### src/wisc_macros.svh
`ifndef WISC_MACROS_SVH
`define WISC_MACROS_SVH

// Machine word, also the instruction width
`define WISC_DATA_W 16

// Major opcode field in the top bits of the instruction
`define WISC_OPC_W 5

// Shift amount, enough for 0 to 15
`define WISC_SHAMT_W 4

`endif
### src/aluPkg.sv
`default_nettype none

`include "wisc_macros.svh"

package aluPkg;

	// Operand or result word
	typedef logic [`WISC_DATA_W-1:0] dataWord;

	// Shifter ops first, low bits map onto direction and fill
	typedef enum logic [3:0] {
		opRol  = 4'b0000,
		opSll  = 4'b0001,
		opRor  = 4'b0010,
		opSrl  = 4'b0011,
		opAdd  = 4'b0100,
		opXor  = 4'b0101,
		opAnd  = 4'b0110,
		opSlbi = 4'b1000,
		opBtr  = 4'b1001
	} aluOp;

	// Which set-instruction result replaces the ALU output
	typedef enum logic [2:0] {
		condNone = 3'd0,
		condEq   = 3'd1,
		condLt   = 3'd2,
		condLe   = 3'd3,
		condCo   = 3'd4
	} setCond;

	// MSB to LSB mirror, BTR and the right-shift path
	function automatic dataWord reverseBits(input dataWord val);
		dataWord rev;
		for (int i = 0; i < `WISC_DATA_W; i++) begin
			rev[i] = val[`WISC_DATA_W-1-i];
		end
		return rev;
	endfunction

endpackage

`default_nettype wire

### src/isaPkg.sv
`default_nettype none

`include "wisc_macros.svh"

package isaPkg;

	// Raw instruction word
	typedef logic [`WISC_DATA_W-1:0] instrWord;

	// Register specifier, rs and rt fields
	typedef logic [2:0] regIdx;

	// Immediate fields, I-format and SLBI
	typedef logic [4:0] imm5;
	typedef logic [7:0] imm8;

	// Low two bits select the R-format variant
	typedef logic [1:0] funcCode;

	// Legal opcodes only, anything else is illegal
	typedef enum logic [`WISC_OPC_W-1:0] {
		// I-format arithmetic and logic
		opcAddi  = 5'b01000,
		opcSubi  = 5'b01001,
		opcXori  = 5'b01010,
		opcAndni = 5'b01011,
		// SLBI with the 8-bit immediate
		opcSlbi  = 5'b10010,
		// I-format shifts and rotates
		opcRoli  = 5'b10100,
		opcSlli  = 5'b10101,
		opcRori  = 5'b10110,
		opcSrli  = 5'b10111,
		// R-format group
		opcBtr   = 5'b11001,
		opcShift = 5'b11010,
		opcAlu   = 5'b11011,
		// Set on condition
		opcSeq   = 5'b11100,
		opcSlt   = 5'b11101,
		opcSle   = 5'b11110,
		opcSco   = 5'b11111
	} opcode;

endpackage

`default_nettype wire

### src/aluCtrlIf.sv
`timescale 1ns/10ps
`default_nettype none

interface aluCtrlIf;
	import aluPkg::*;

	// Instruction present this cycle
	logic    valid;
	// Opcode not in the ISA
	logic    illegal;
	// ALU operation and operands before inversion
	aluOp    op;
	dataWord opA;
	dataWord opB;
	// Adder controls, invert plus carry-in gives subtract
	logic    invA;
	logic    invB;
	logic    cin;
	// Adder flags are reported only when set
	logic    isArith;
	// Set-instruction selector
	setCond  cond;

	modport dec (output valid, illegal, op, opA, opB, invA, invB, cin, isArith, cond);
	modport exe (input op, opA, opB, invA, invB, cin);
	modport res (input valid, illegal, isArith, cond);

endinterface

`default_nettype wire

### src/execUnit.sv
`timescale 1ns/10ps
`default_nettype none

module execUnit (
	input  logic             clk,
	input  logic             rstN,
	input  logic             instrValid,
	input  isaPkg::instrWord instr,
	input  aluPkg::dataWord  rsData,
	input  aluPkg::dataWord  rtData,
	output logic             resultValid,
	output aluPkg::dataWord  result,
	output logic             zero,
	output logic             signFlag,
	output logic             ofl,
	output logic             cout,
	output logic             illegal
);
	import aluPkg::*;

	// Decoded controls shared by core and result stage
	aluCtrlIf ctrlBus ();

	// Raw ALU outputs, same cycle as the instruction
	dataWord aluOut;
	logic    aluOfl;
	logic    aluCout;

	instrDecoder decoder (
		.instr      (instr),
		.instrValid (instrValid),
		.rsData     (rsData),
		.rtData     (rtData),
		.ctrl       (ctrlBus.dec)
	);

	aluCore core (
		.ctrl    (ctrlBus.exe),
		.aluOut  (aluOut),
		.aluOfl  (aluOfl),
		.aluCout (aluCout)
	);

	// Registered outputs, one cycle after instrValid
	resultStage resStage (
		.clk         (clk),
		.rstN        (rstN),
		.ctrl        (ctrlBus.res),
		.aluOut      (aluOut),
		.aluOfl      (aluOfl),
		.aluCout     (aluCout),
		.resultValid (resultValid),
		.result      (result),
		.zero        (zero),
		.signFlag    (signFlag),
		.ofl         (ofl),
		.cout        (cout),
		.illegal     (illegal)
	);

endmodule

`default_nettype wire

### src/resultStage.sv
`timescale 1ns/10ps
`default_nettype none

`include "wisc_macros.svh"

module resultStage (
	input  logic            clk,
	input  logic            rstN,
	aluCtrlIf.res           ctrl,
	input  aluPkg::dataWord aluOut,
	input  logic            aluOfl,
	input  logic            aluCout,
	output logic            resultValid,
	output aluPkg::dataWord result,
	output logic            zero,
	output logic            signFlag,
	output logic            ofl,
	output logic            cout,
	output logic            illegal
);
	import aluPkg::*;

	logic    diffZero;
	logic    sleHit;
	logic    setBit;
	dataWord finalVal;

	// Compares see rt-rs on aluOut
	assign diffZero = (aluOut == '0);
	// Signed rt-rs non-negative
	assign sleHit   = ~(aluOut[`WISC_DATA_W-1] ^ aluOfl);

	always_comb begin
		case (ctrl.cond)
			condEq:  setBit = diffZero;
			condLt:  setBit = sleHit & ~diffZero;
			condLe:  setBit = sleHit;
			condCo:  setBit = aluCout;
			default: setBit = 1'b0;
		endcase
		// Illegal forces zero, set instructions write 0 or 1
		if (ctrl.illegal) begin
			finalVal = '0;
		end else if (ctrl.cond != condNone) begin
			finalVal = dataWord'(setBit);
		end else begin
			finalVal = aluOut;
		end
	end

	always_ff @(posedge clk) begin
		if (!rstN) begin
			resultValid <= 1'b0;
			result      <= '0;
			zero        <= 1'b0;
			signFlag    <= 1'b0;
			ofl         <= 1'b0;
			cout        <= 1'b0;
			illegal     <= 1'b0;
		end else begin
			// One-cycle pulse per accepted instruction
			resultValid <= ctrl.valid;
			if (ctrl.valid) begin
				result   <= finalVal;
				zero     <= (finalVal == '0);
				signFlag <= finalVal[`WISC_DATA_W-1];
				// Adder flags only for add/sub and SCO
				ofl      <= ctrl.isArith & aluOfl;
				cout     <= ctrl.isArith & aluCout;
				illegal  <= ctrl.illegal;
			end
		end
	end

endmodule

`default_nettype wire

### src/aluCore.sv
`timescale 1ns/10ps
`default_nettype none

`include "wisc_macros.svh"

module aluCore (
	aluCtrlIf.exe           ctrl,
	output aluPkg::dataWord aluOut,
	output logic            aluOfl,
	output logic            aluCout
);
	import aluPkg::*;

	dataWord                a;
	dataWord                b;
	logic [`WISC_DATA_W:0]  sumExt;
	dataWord                sum;
	logic                   carryMsb;
	dataWord                shiftOut;
	logic                   shRight;
	logic                   shRotate;
	dataWord                slbiOut;

	// Operand inversion
	assign a = ctrl.invA ? ~ctrl.opA : ctrl.opA;
	assign b = ctrl.invB ? ~ctrl.opB : ctrl.opB;

	// 17-bit add, top bit is the carry out
	assign sumExt  = {1'b0, a} + {1'b0, b} + {{`WISC_DATA_W{1'b0}}, ctrl.cin};
	assign sum     = sumExt[`WISC_DATA_W-1:0];
	assign aluCout = sumExt[`WISC_DATA_W];

	// Carry into the MSB recovered from the sum bit
	assign carryMsb = a[`WISC_DATA_W-1] ^ b[`WISC_DATA_W-1] ^ sum[`WISC_DATA_W-1];
	// Signed overflow when carry in and out of the MSB differ
	assign aluOfl   = carryMsb ^ aluCout;

	// Shifter direction and fill from the op
	assign shRight  = (ctrl.op == opRor) || (ctrl.op == opSrl);
	assign shRotate = (ctrl.op == opRol) || (ctrl.op == opRor);

	barrelShifter shifter (
		.in     (a),
		.shAmt  (b[`WISC_SHAMT_W-1:0]),
		.dir    (shRight),
		.rotate (shRotate),
		.out    (shiftOut)
	);

	// rs moved up a byte, immediate ORed into the low byte
	assign slbiOut = {a[`WISC_DATA_W-9:0], 8'h00} | b;

	// Output select
	always_comb begin
		case (ctrl.op)
			opRol, opSll, opRor, opSrl: aluOut = shiftOut;
			opAdd:   aluOut = sum;
			opXor:   aluOut = a ^ b;
			opAnd:   aluOut = a & b;
			opSlbi:  aluOut = slbiOut;
			opBtr:   aluOut = reverseBits(a);
			default: aluOut = '0;
		endcase
	end

endmodule

`default_nettype wire

### src/barrelShifter.sv
`timescale 1ns/10ps
`default_nettype none

`include "wisc_macros.svh"

module barrelShifter (
	input  aluPkg::dataWord          in,
	input  logic [`WISC_SHAMT_W-1:0] shAmt,
	// 1 shifts right
	input  logic                     dir,
	// 1 wraps bits around, 0 fills zeros
	input  logic                     rotate,
	output aluPkg::dataWord          out
);
	import aluPkg::*;

	dataWord stIn;
	dataWord st1;
	dataWord st2;
	dataWord st4;
	dataWord st8;

	// Right shifts run as left shifts on the mirrored word
	assign stIn = dir ? reverseBits(in) : in;

	// By 1
	assign st1 = shAmt[0] ?
		{stIn[`WISC_DATA_W-2:0], rotate ? stIn[`WISC_DATA_W-1] : 1'b0} : stIn;

	// By 2
	assign st2 = shAmt[1] ?
		{st1[`WISC_DATA_W-3:0], rotate ? st1[`WISC_DATA_W-1 -: 2] : 2'b00} : st1;

	// By 4
	assign st4 = shAmt[2] ?
		{st2[`WISC_DATA_W-5:0], rotate ? st2[`WISC_DATA_W-1 -: 4] : 4'h0} : st2;

	// By 8
	assign st8 = shAmt[3] ?
		{st4[`WISC_DATA_W-9:0], rotate ? st4[`WISC_DATA_W-1 -: 8] : 8'h00} : st4;

	// Mirror back for right shifts
	assign out = dir ? reverseBits(st8) : st8;

endmodule

`default_nettype wire

### src/instrDecoder.sv
`timescale 1ns/10ps
`default_nettype none

`include "wisc_macros.svh"

module instrDecoder (
	input  isaPkg::instrWord instr,
	input  logic             instrValid,
	input  aluPkg::dataWord  rsData,
	input  aluPkg::dataWord  rtData,
	aluCtrlIf.dec            ctrl
);
	import isaPkg::*;
	import aluPkg::*;

	opcode   opc;
	funcCode func;
	imm5     immS;
	imm8     immL;
	dataWord immSext;
	dataWord immZext5;
	dataWord immZext8;

	// Instruction fields
	assign opc  = opcode'(instr[`WISC_DATA_W-1 -: `WISC_OPC_W]);
	assign func = instr[1:0];
	assign immS = instr[4:0];
	assign immL = instr[7:0];

	// Immediate extensions
	assign immSext  = {{(`WISC_DATA_W-5){immS[4]}}, immS};
	assign immZext5 = {{(`WISC_DATA_W-5){1'b0}}, immS};
	assign immZext8 = {{(`WISC_DATA_W-8){1'b0}}, immL};

	// rs always feeds operand A
	assign ctrl.valid = instrValid;
	assign ctrl.opA   = rsData;

	always_comb begin
		// Defaults, plain rs+rt
		ctrl.illegal = 1'b0;
		ctrl.op      = opAdd;
		ctrl.opB     = rtData;
		ctrl.invA    = 1'b0;
		ctrl.invB    = 1'b0;
		ctrl.cin     = 1'b0;
		ctrl.isArith = 1'b0;
		ctrl.cond    = condNone;
		case (opc)
			opcAlu: begin
				case (func)
					// ADD
					2'b00: ctrl.isArith = 1'b1;
					// SUB is rt-rs, so rs gets inverted
					2'b01: begin
						ctrl.invA    = 1'b1;
						ctrl.cin     = 1'b1;
						ctrl.isArith = 1'b1;
					end
					2'b10: ctrl.op = opXor;
					// ANDN
					default: begin
						ctrl.op   = opAnd;
						ctrl.invB = 1'b1;
					end
				endcase
			end
			// Shift amount taken from rt[3:0] in the core
			opcShift: begin
				case (func)
					2'b00:   ctrl.op = opRol;
					2'b01:   ctrl.op = opSll;
					2'b10:   ctrl.op = opRor;
					default: ctrl.op = opSrl;
				endcase
			end
			opcBtr: ctrl.op = opBtr;
			// Compares all run rt-rs through the adder
			opcSeq, opcSlt, opcSle: begin
				ctrl.invA = 1'b1;
				ctrl.cin  = 1'b1;
				ctrl.cond = (opc == opcSeq) ? condEq : (opc == opcSlt) ? condLt : condLe;
			end
			// Carry out of rs+rt
			opcSco: begin
				ctrl.cond    = condCo;
				ctrl.isArith = 1'b1;
			end
			opcAddi: begin
				ctrl.opB     = immSext;
				ctrl.isArith = 1'b1;
			end
			// imm-rs
			opcSubi: begin
				ctrl.opB     = immSext;
				ctrl.invA    = 1'b1;
				ctrl.cin     = 1'b1;
				ctrl.isArith = 1'b1;
			end
			opcXori: begin
				ctrl.opB = immZext5;
				ctrl.op  = opXor;
			end
			opcAndni: begin
				ctrl.opB  = immZext5;
				ctrl.op   = opAnd;
				ctrl.invB = 1'b1;
			end
			opcRoli, opcSlli, opcRori, opcSrli: begin
				ctrl.opB = immZext5;
				// Low opcode bits line up with the shifter op codes
				ctrl.op  = aluOp'({2'b00, instr[`WISC_DATA_W-`WISC_OPC_W+1 -: 2]});
			end
			opcSlbi: begin
				ctrl.opB = immZext8;
				ctrl.op  = opSlbi;
			end
			default: ctrl.illegal = 1'b1;
		endcase
	end

endmodule

`default_nettype wire

### config.mk
export PLATFORM = sky130hd
export DESIGN_NAME = execUnit
export DESIGN_NICKNAME = d
export VERILOG_FILES = /design/src/aluPkg.sv /design/src/isaPkg.sv /design/src/aluCtrlIf.sv /design/src/execUnit.sv /design/src/resultStage.sv /design/src/aluCore.sv /design/src/barrelShifter.sv /design/src/instrDecoder.sv
export VERILOG_INCLUDE_DIRS = /design/src /design/src/src
export SDC_FILE = /design/constraint.sdc
export NUM_CORES = 1
export LEC_CHECK = 0
export ABC_AREA = 1
export BUFFER_PORTS_ARGS = -buffer_cell sky130_fd_sc_hd__buf_2
export CAP_MARGIN = 10
export CORE_MARGIN = 2
export CORE_UTILIZATION = 64
export CTS_CLUSTER_DIAMETER = 200
export DETAILED_ROUTE_END_ITERATION = 10
export PLACE_DENSITY = 0.89
export SETUP_SLACK_MARGIN = 0.02
export SYNTH_ARGS = -nofsm -noshare
export SYNTH_HDL_FRONTEND = slang
export SYNTH_SLANG_ARGS = --single-unit
export TNS_END_PERCENT = 50
### constraint.sdc
create_clock -name clk -period 10.77 [get_ports clk]
set_input_delay 2.154 -clock clk [delete_from_list [all_inputs] [get_ports clk]]
set_output_delay 2.154 -clock clk [all_outputs]
set_load 0.1 [all_outputs]
==> flow_summary.json, run 1 <==
{
  "syn-instance-count": 895,
  "timing.rr.start": "resStage.result[0]",
  "yosys.area.top_type_share": 0.265,
  "drv_cap": 0,
  "core_area_sq_um": 7180,
  "worstMarginPinSlew_ns": 0.942,
  "synthesis.area_sq_um": 4690,
  "synth.most_common_cell": "nand2_1",
  "routed-wl-met3_um": 1890,
  "ios": 73,
  "post-route-period-util": 0.669,
  "drtPass1Iterations": 6,
  "dieWidth_um": 89.6,
  "yosys.area_share.xor_xnor": 0.0334,
  "finalCriticalPeriod_ns": 7.20,
  "slew_headroom": 0.356,
  "htreeDepth": 1,
  "clk_latency_ns": 0.26,
  "dpl_cell_area_sq_um": 4960,
  "p_leak_nw": 2.69,
  "synth_top_cells_by_count": "nand2_1 (331), nand3_1 (165), inv_1 (63)",
  "setup_violations": 0,
  "grt_pass1_wl_um": 24100,
  "peakVddDrop_uv": 60.3,
  "ys.flop_type": "dfxtp_1",
  "cts_setup_buffers": 0,
  "yosysSeqAreaShare": 0.0897,
  "finalHoldViolCount": 0,
  "synthAdderAreaFrac": 0.0470,
  "max_freq_mhz": 139,
  "endpoint": "resStage.result[0]",
  "critPathRequiredTime_ns": 10.94,
  "highest_layer": "met4",
  "grtUsageTotal": 0.374,
  "ant_nets": 0,
  "synth.area.mux_share": 0.00214,
  "area_growth_pct": 6.89,
  "post-route-drc-count": 0,
  "hp-class": "flop to flop",
  "clock_sinks": 21,
  "synth_compound_area_frac": 0.153,
  "syn-num-nets": 963,
  "maxSlewViolCount": 0,
  "die_area_sq_um": 8030,
  "cts_resized": 0,
  "grt.overflow.total": 0,
  "wl_um": 15300,
  "fill_cells": 694,
  "cts_tree": "yes",
  "die_h_um": 89.6,
  "vias_per_cell": 6.12,
  "synth_seq_cells": 21,
  "nets": 1004,
  "cts_inserted_buffers": 3,
  "netlist_top_cells_area": "nand2_1 (27%), nand3_1 (18%), dfxtp_1 (9.0%), a21oi_1 (5.2%), o21ai_0 (5.2%)",
  "portBuffers": 69,
  "synthArstFlopShare": 0,
  "cp.arrival_ns": 7.37,
  "path_class": "input port to flop",
  "hold_ws_ns": 0.469,
  "wl_per_cell_um": 14.8,
  "cellPowerDensity_nw_per_um2": 112,
  "grt_max_degree": 42,
  "yosys.area.top_type": "nand2_1",
  "finalSetupTns_ns": 0,
  "synth_top_family_by_area": "simple AND/OR/NAND/NOR gates",
  "r2r_slack_ns": 10.04,
  "synth_edf_count": 0,
  "rsz0062_at_grt": "no",
  "synth_cell_types": 48,
  "postCtsHoldBufs": 0,
  "status": "complete, no violations",
  "cp-startpoint": "instr[15]",
  "gp_congestion": 1.09,
  "rows": 31,
  "final_util": 0.698,
  "root_buffer": "clkbuf_8",
  "fin_skew_ns": 0,
  "rr_worst_depth": 2,
  "placed_cells": 1030,
  "cts_buffer_depth": 2,
  "initial_core_util": 0.653,
  "critPathMaxFanout": 18,
  "drt_iter0_markers": 827,
  "final_area_sq_um": 5010,
  "wl_met2_um": 6660,
  "antenna_cells": 0,
  "crit_path_end_kind": "flop",
  "instances_no_fill": 1034,
  "yosys.area_share.simple": 0.573,
  "final_layout_size_suffix_gt1_frac": 0.130,
  "start_kind": "input port",
  "m1WireLength_um": 6060,
  "vias": 6328,
  "path_clk_slew_ns": 0.07,
  "regToRegEndpoint": "resStage.result[0]",
  "place_hpwl_um": 11900,
  "antenna_found_initial": 0,
  "syn_avg_cell_area_sq_um": 5.24,
  "ys_warn_count": 0,
  "grt_pass1_vias": 5202
}
## per-stage QoR
step,worst slack (ns),power (mW)
after floorplan,5.13,0.408
after global placement,3.60,0.488
after detailed placement,3.52,0.494
after CTS,3.77,0.546
after global routing,3.22,0.605
final,3.57,0.562
## cells by family (layout without fill, tap and decap cells)
logic type,after synthesis,count (layout)
DFF,21,21
muxes,1,1
xor gates and xnor gates,17,17
adders and majority gates,17,17
buffers and inverters,108,148
and+or+nand+nor,602,602
AOI/OAI and AO/OA,129,129
## layout make-up
cell class                      instances  area, sq um  share of cell area
Multi-Input combinational cell        766         3790               0.756
Sequential cell                        21          420              0.0839
Timing Repair Buffer                   69          345              0.0689
Inverter                               75          287              0.0572
Tap cell                               99          124              0.0247
Clock buffer                            3         41.3             0.00824
Clock inverter                          1         5.00            0.000999
## report_power, final
part / internal (mW) / switching (mW)
registers: 0.0836 / 0.00270
logic: 0.121 / 0.303
clock network: 0.0258 / 0.0258
total: 0.230 / 0.332
## layout by cell type, fill, tap and decap left out, types with 2 or more instances in the layout
cell | synthesis | final
a2111oi_0 | 2 | 2
a21oi_1 | 49 | 49
a21oi_2 | 3 | 3
a221oi_1 | 2 | 2
a31oi_1 | 3 | 3
buf_2 | 10 | 69
clkbuf_8 | 0 | 3
dfxtp_1 | 21 | 21
ha_1 | 16 | 16
inv_1 | 63 | 63
inv_2 | 10 | 10
nand2_1 | 331 | 331
nand2_2 | 14 | 14
nand3_1 | 165 | 165
nand3_2 | 5 | 5
nand3_4 | 2 | 2
nand3b_1 | 4 | 4
nand4_1 | 11 | 11
nor2_1 | 51 | 51
nor2_2 | 5 | 5
nor3_1 | 3 | 3
nor4_1 | 2 | 2
o2111ai_1 | 4 | 4
o211ai_1 | 3 | 3
o21ai_0 | 49 | 49
o21ai_1 | 7 | 7
o31ai_1 | 2 | 2
or2_2 | 4 | 4
xnor2_1 | 2 | 2
xor2_1 | 14 | 14
## worst min path at each step
stage,from,end,slack (ns),depth (start not counted)
global placement,resStage.cout,resStage.cout,0.46,2
floorplan,resStage.cout,resStage.cout,0.91,2
global route,resStage.ofl,resStage.ofl,0.49,2
finish,resStage.ofl,resStage.ofl,0.47,2
detailed placement,resStage.ofl,resStage.ofl,0.46,2
CTS,resStage.ofl,resStage.ofl,0.47,2
## routing by layer
layer	vias to the layer above	GRT usage
li1	3061	-
met1	2778	0.486
met2	416	0.590
met3	73	0.0987
met4	0	0.149
met5	-	0
## worst max-delay path, cell delays in order
cell and delay [ns]:
buf_2 0.25, inv_1 0.17, nand4_1 0.21, nand4_4 0.28
inv_2 0.22, nand2_1 0.07, nand2_1 0.09, xor2_2 0.62
inv_2 0.23, ha_1 0.41, a21oi_1 0.19, o21ai_0 0.09
a21oi_1 0.30, o21ai_0 0.20, nand3_1 0.11, nand2_1 0.08
nand3_1 0.08, nand2_1 0.06, or2_2 0.28, a21oi_1 0.32
nand3_1 0.20, nor2_1 0.14, nand2_1 0.07, nor2_2 0.10
nand3_1 0.08, nand3_1 0.08, nand2_1 0.07, a21oi_1 0.19
## flip-flops by register name, indices dropped and copies added (netlist names)
| signal | flops |
|---|---|
| resStage.resultValid | 1 |
| resStage.signFlag | 1 |
| resStage.illegal | 1 |
| resStage.cout | 1 |
| resStage.ofl | 1 |
| resStage.zero | 1 |
| resStage.result | 15 |
(Power assumes the default switching activity.)
==> inputs of run 2 (changes only) <==
ABC_AREA = 0   (was 1)
CORE_UTILIZATION = 61   (was 64)
PLACE_DENSITY = 0.84   (was 0.89)
clock period = 7.5 ns   (was 10.77 ns; I/O delays follow)
==> run 2 against run 1 <==
First-iteration DRC count is 30% higher. Worst setup slack worse by 3.0 ns. Cell area rose by 16%. Cell count decreased by 9.1%. Power rose by 56%. Via count is 14% higher. Worst hold slack lost 0.0015 ns. Wire length grew 44%. Largest power group unchanged. Clock power up 48%. Clock skew did not move. Critical endpoint is now resStage.zero. Highest routed layer unchanged. Sequential share of layout area is 1.1 points lower. Non-clock buffer count rose by 20.
==> flow_summary.json, run 2 <==
{
  "synthArstFlopShare": 0,
  "cellPowerDensity_nw_per_um2": 151,
  "antenna_cells": 0,
  "top_register": "resStage.result",
  "setup_violations": 0,
  "start_kind": "input port",
  "layout_commonest_cell": "nand2_1",
  "grtUsageTotal": 0.444,
  "critPathRequiredTime_ns": 7.72,
  "p_leak_nw": 2.28,
  "wl_um": 22000,
  "syn-instance-count": 788,
  "finalCriticalPeriod_ns": 6.89,
  "dpl_cell_area_sq_um": 5750,
  "hold_ws_ns": 0.468,
  "final_layout_size_suffix_gt1_frac": 0.156,
  "post-place-ws_ns": 0.593,
  "clock_sinks": 21,
  "placed_cells": 936,
  "slew_headroom": 0.291,
  "seqPwrFrac": 0.141,
  "vias": 7183,
  "yosysSeqAreaShare": 0.0785,
  "wl_per_cell_um": 23.4,
  "post-route-drc-count": 0,
  "die_h_um": 97.7,
  "drtPass1Iterations": 6,
  "cts_buffer_depth": 2,
  "place_hpwl_um": 17100,
  "synth_edf_count": 0,
  "root_buffer": "clkbuf_8",
  "ant_nets": 0,
  "initial_core_util": 0.620,
  "portBuffers": 69,
  "critPathMaxFanout": 25,
  "clk_latency_ns": 0.27,
  "area_growth_pct": 8.27,
  "die_area_sq_um": 9540,
  "netlist_top_cells_area": "dfxtp_1 (7.9%), a21oi_1 (5.9%), nand2_1 (5.6%), xnor2_1 (5.4%), o21ai_0 (4.6%)",
  "crit_path_end_kind": "flop",
  "status": "complete, no violations",
  "synth_seq_cells": 21,
  "yosys.area.top_type_share": 0.0785,
  "grt_pass1_vias": 6378,
  "nets": 901,
  "synth.most_common_cell": "nand2_1",
  "finalSetupTns_ns": 0,
  "final_util": 0.671,
  "vias_per_cell": 7.64,
  "path_clk_slew_ns": 0.08,
  "switching_power_mw": 0.506,
  "synthesis.area_sq_um": 5360,
  "instances_no_fill": 940,
  "grt_max_degree": 38,
  "fin_skew_ns": 0,
  "dieWidth_um": 97.7,
  "layout_common_cells": "nand2_1 (80), buf_2 (69), a21oi_1 (63)",
  "final_area_sq_um": 5800,
  "cp.arrival_ns": 7.11,
  "yosys.area.top_type": "dfxtp_1",
  "core_area_sq_um": 8640,
  "grt.overflow.total": 0,
  "fin_ws_ns": 0.611,
  "cts_setup_buffers": 0,
  "ys.flop_type": "dfxtp_1",
  "p_int_mw": 0.371,
  "syn_avg_cell_area_sq_um": 6.80,
  "htreeDepth": 1,
  "peakVddDrop_uv": 75.6,
  "maxSlewViolCount": 0,
  "post-route-period-util": 0.919,
  "switching_share": 0.577,
  "antenna_found_initial": 0,
  "drv_cap": 0,
  "synth_top_cells_by_count": "nand2_1 (80), a21oi_1 (63), o21ai_0 (49)",
  "p_total_mw": 0.877,
  "synth_cell_types": 92,
  "syn-num-nets": 856,
  "cts_inserted_buffers": 3,
  "finalHoldViolCount": 0,
  "cts_resized": 0,
  "hp-class": "flop to flop",
  "grt_pass1_wl_um": 34400,
  "clkPwrFrac": 0.087,
  "max_freq_mhz": 145,
  "ys_warn_count": 0,
  "path_class": "input port to flop",
  "cts_tree": "yes",
  "combPwrFrac": 0.772,
  "worstMarginPinSlew_ns": 1.05,
  "postCtsHoldBufs": 0,
  "fill_cells": 793,
  "largest_reg_flops": 15,
  "rsz0062_at_grt": "no",
  "ios": 73,
  "rows": 34,
  "gp_congestion": 1.11,
  "drt_iter0_markers": 1076
}
-- run 2: changes by cell type after synthesis, moves of 22 or more --
| cell | previous run | this run |
|---|---|---|
| nor3_1 | 3 | 26 |
| nand3_1 | 165 | 45 |
| xnor2_1 | 2 | 33 |
| nand2_1 | 331 | 80 |
| o211ai_1 | 3 | 25 |
| inv_1 | 63 | 19 |
-- run 2: cells by family (layout without fill, tap and decap cells) --
kind of cell | Yosys count | count (layout) | synth area share
compound gates | 321 | 321 | 0.433
xor+xnor | 39 | 39 | 0.0638
fa+ha+maj | 17 | 17 | 0.0411
buf+inv | 72 | 116 | 0.0617
flops | 21 | 21 | 0.0785
mux | 11 | 11 | 0.0231
simple gates | 307 | 307 | 0.299
-- run 2: worst paths after layout --
path / start / end / slack (ns) / cells past startpoint
max: instr[15] / resStage.zero / 0.61 / 21
min: resStage.result[0] / resStage.result[0] / 0.47 / 2
max reg2reg: resStage.zero / resStage.zero / 6.71 / 2
min reg2reg: resStage.result[0] / resStage.result[0] / 0.47 / 2
-- run 2: final cells by class --
cell class	count	area (sq um)	area share
Timing Repair Buffer	89	495	0.0855
Multi-Input combinational cell	695	4610	0.796
Tap cell	108	135	0.0233
Sequential cell	21	420	0.0725
Clock inverter	1	5.00	0.000863
Inverter	23	86.3	0.0149
Clock buffer	3	41.3	0.00712
-- run 2: metal layers --
metal  track usage  vias to the layer above  wire, um
li1              -                     3185         -
met1         0.595                     3241      8330
met2         0.679                      620      9330
met3         0.101                      137      2970
met4         0.194                        0      1350
met5             0                        -         0
-- run 2: critical path, stage by stage --
cell and delay (ns):
buf_2 0.23, or2_1 0.32, a211o_1 0.42, a21oi_2 0.58
nand2b_1 0.25, nand2_1 0.25, ha_1 0.31, nor2b_1 0.16
o2111ai_1 0.32, a21oi_1 0.16, o2111ai_1 0.28, a21boi_0 0.14
o21ai_0 0.29, a21oi_1 0.13, xnor2_1 0.25, o221ai_2 0.15
or3b_1 0.40, a21o_1 0.21, nor4_2 0.39, a32o_1 0.25
a21o_1 0.09
-- run 2: power by group through the flow --
stage / combinational [mW] / sequential [mW] / clock, mW
2_1_floorplan: 0.417 / 0.185 / 0
3_3_place_gp: 0.634 / 0.126 / 0
3_5_place_dp: 0.643 / 0.126 / 0
4_1_cts: 0.646 / 0.124 / 0.0743
5_1_grt: 0.716 / 0.125 / 0.0780
6_report: 0.678 / 0.124 / 0.0760
==> inputs of run 3 (changes only) <==
CORE_UTILIZATION = 50   (was 61)
PLACE_DENSITY = 0.71   (was 0.84)
==> run 3 against run 2 <==
Via count decreased by 1.6%. Critical path depth shrank 2. Non-clock buffer count up 1. Critical endpoint is now resStage.result[0].
==> flow_summary.json, run 3 (synthesized netlist as in run 2, its figures left out) <==
{
  "dpl_cell_area_sq_um": 5790,
  "finalCriticalPeriod_ns": 6.79,
  "grtUsageTotal": 0.384,
  "peakVddDrop_uv": 115,
  "setup_violations": 0,
  "clock_sinks": 21,
  "hp-class": "flop to flop",
  "crit_buf_inv": 2,
  "die_area_sq_um": 11600,
  "start_kind": "input port",
  "fill_cells": 1037,
  "root_buffer": "clkbuf_8",
  "cts_buffer_depth": 2,
  "seqPwrFrac": 0.139,
  "status": "complete, no violations",
  "htreeDepth": 1,
  "cellPowerDensity_nw_per_um2": 152,
  "post-route-drc-count": 0,
  "fin_ws_ns": 0.714,
  "rsz0062_at_grt": "no",
  "vias": 7067,
  "gp_congestion": 1.06,
  "portBuffers": 69,
  "switching_power_mw": 0.515,
  "layout_common_cells": "nand2_1 (80), buf_2 (69), a21oi_1 (63)",
  "final_layout_size_suffix_gt1_frac": 0.157,
  "fin_skew_ns": 0,
  "top_register": "resStage.result",
  "vias_per_cell": 7.29,
  "critPathRequiredTime_ns": 7.68,
  "drv_cap": 0,
  "post-route-period-util": 0.905,
  "path_class": "input port to flop",
  "initial_core_util": 0.516,
  "crit_path_end_kind": "flop",
  "grt_pass1_vias": 6237,
  "grt.overflow.total": 0,
  "finalHoldViolCount": 0,
  "ios": 73,
  "postCtsHoldBufs": 0,
  "regArea_sq_um": 420,
  "cts_setup_buffers": 0,
  "layout_commonest_cell": "nand2_1",
  "clk_latency_ns": 0.26,
  "nets": 902,
  "largest_reg_flops": 15,
  "cp_slowest_cell": "a21oi_1",
  "antenna_found_initial": 0,
  "hold_ws_ns": 0.474,
  "path_clk_slew_ns": 0.08,
  "core_area_sq_um": 10400,
  "finalSetupTns_ns": 0,
  "slew_headroom": 0.314,
  "drtPass1Iterations": 7,
  "p_int_mw": 0.372,
  "grt_max_degree": 38,
  "grt_pass1_wl_um": 34700,
  "cts_tree": "yes",
  "dieWidth_um": 107,
  "maxSlewViolCount": 0,
  "drt_iter0_markers": 1095,
  "rows": 37,
  "max_freq_mhz": 147,
  "cp.arrival_ns": 6.97,
  "area_growth_pct": 9.07,
  "place_hpwl_um": 18100,
  "final_area_sq_um": 5840,
  "clkPwrFrac": 0.083,
  "wl_um": 22900,
  "post-place-ws_ns": 0.660,
  "worstMarginPinSlew_ns": 1.02,
  "instances_no_fill": 969,
  "multiInputGateArea_sq_um": 4610,
  "die_h_um": 107,
  "cp_common_cell": "a31oi_1",
  "cpPeakStageDelay_ns": 0.71,
  "wl_per_cell_um": 23.6,
  "antenna_cells": 0,
  "critPathMaxFanout": 25,
  "critPathTopFamily": "compound AO/OA/AOI/OAI gates",
  "combPwrFrac": 0.778,
  "placed_cells": 965,
  "ant_nets": 0,
  "switching_share": 0.581,
  "cp_cell_sequence": "buf_2, nor2b_1, o211ai_1, o211a_1, a21oi_1, nor2_2, buf_4, ha_1, nand2_1, nor4b_1, o21ai_1, a311oi_1, a31oi_1, xnor2_1, a21o_1, or3_1, a31oi_1, nor3_1, o31ai_2",
  "p_leak_nw": 2.28,
  "cts_resized": 0,
  "cts_inserted_buffers": 3
}
[run 3: tightest hold or removal path, cell delays in order (launching register included)]
cell and delay, ns:
dfxtp_1 0.31, nand2_1 0.06, a21boi_0 0.06
[run 3: cell type report]
type	instances	share of cell area
clock inverters	1	0.000857
well taps	136	0.0291
inverters	23	0.0148
clock buffers	3	0.00707
repair buffers	90	0.0861
flip-flops and latches	21	0.0720
multi-input cells	695	0.790
[run 3: routing by layer]
layer	share of wire	track usage	routed length, um
met5	0	0	0
met4	0.068	0.204	1550
met3	0.12	0.0835	2780
met2	0.42	0.578	9620
met1	0.39	0.510	8970
[run 3: power groups by stage]
stage,Sequential (mW),Clock (mW),Combinational [mW]
detailed placement,0.126,0,0.660
CTS,0.124,0.0733,0.662
finish,0.124,0.0736,0.690
floorplan,0.185,0,0.417
global route,0.125,0.0793,0.724
global placement,0.126,0,0.655
[run 3: final timing paths]
check | startpoint | end | slack (ns) | depth (start not counted)
worst max-delay path | instr[15] | resStage.result[0] | 0.71 | 19
worst min-delay path | resStage.result[12] | resStage.result[12] | 0.47 | 2
worst max register to register | resStage.zero | resStage.zero | 6.72 | 2
worst min register to register | resStage.result[12] | resStage.result[12] | 0.47 | 2
[run 3: stage by stage]
step                      power (mW)   util
after global routing           0.928  0.563
after floorplan                0.603      -
after detailed placement       0.786  0.559
after CTS                      0.859  0.563
after global placement         0.781  0.559
final                          0.887  0.563
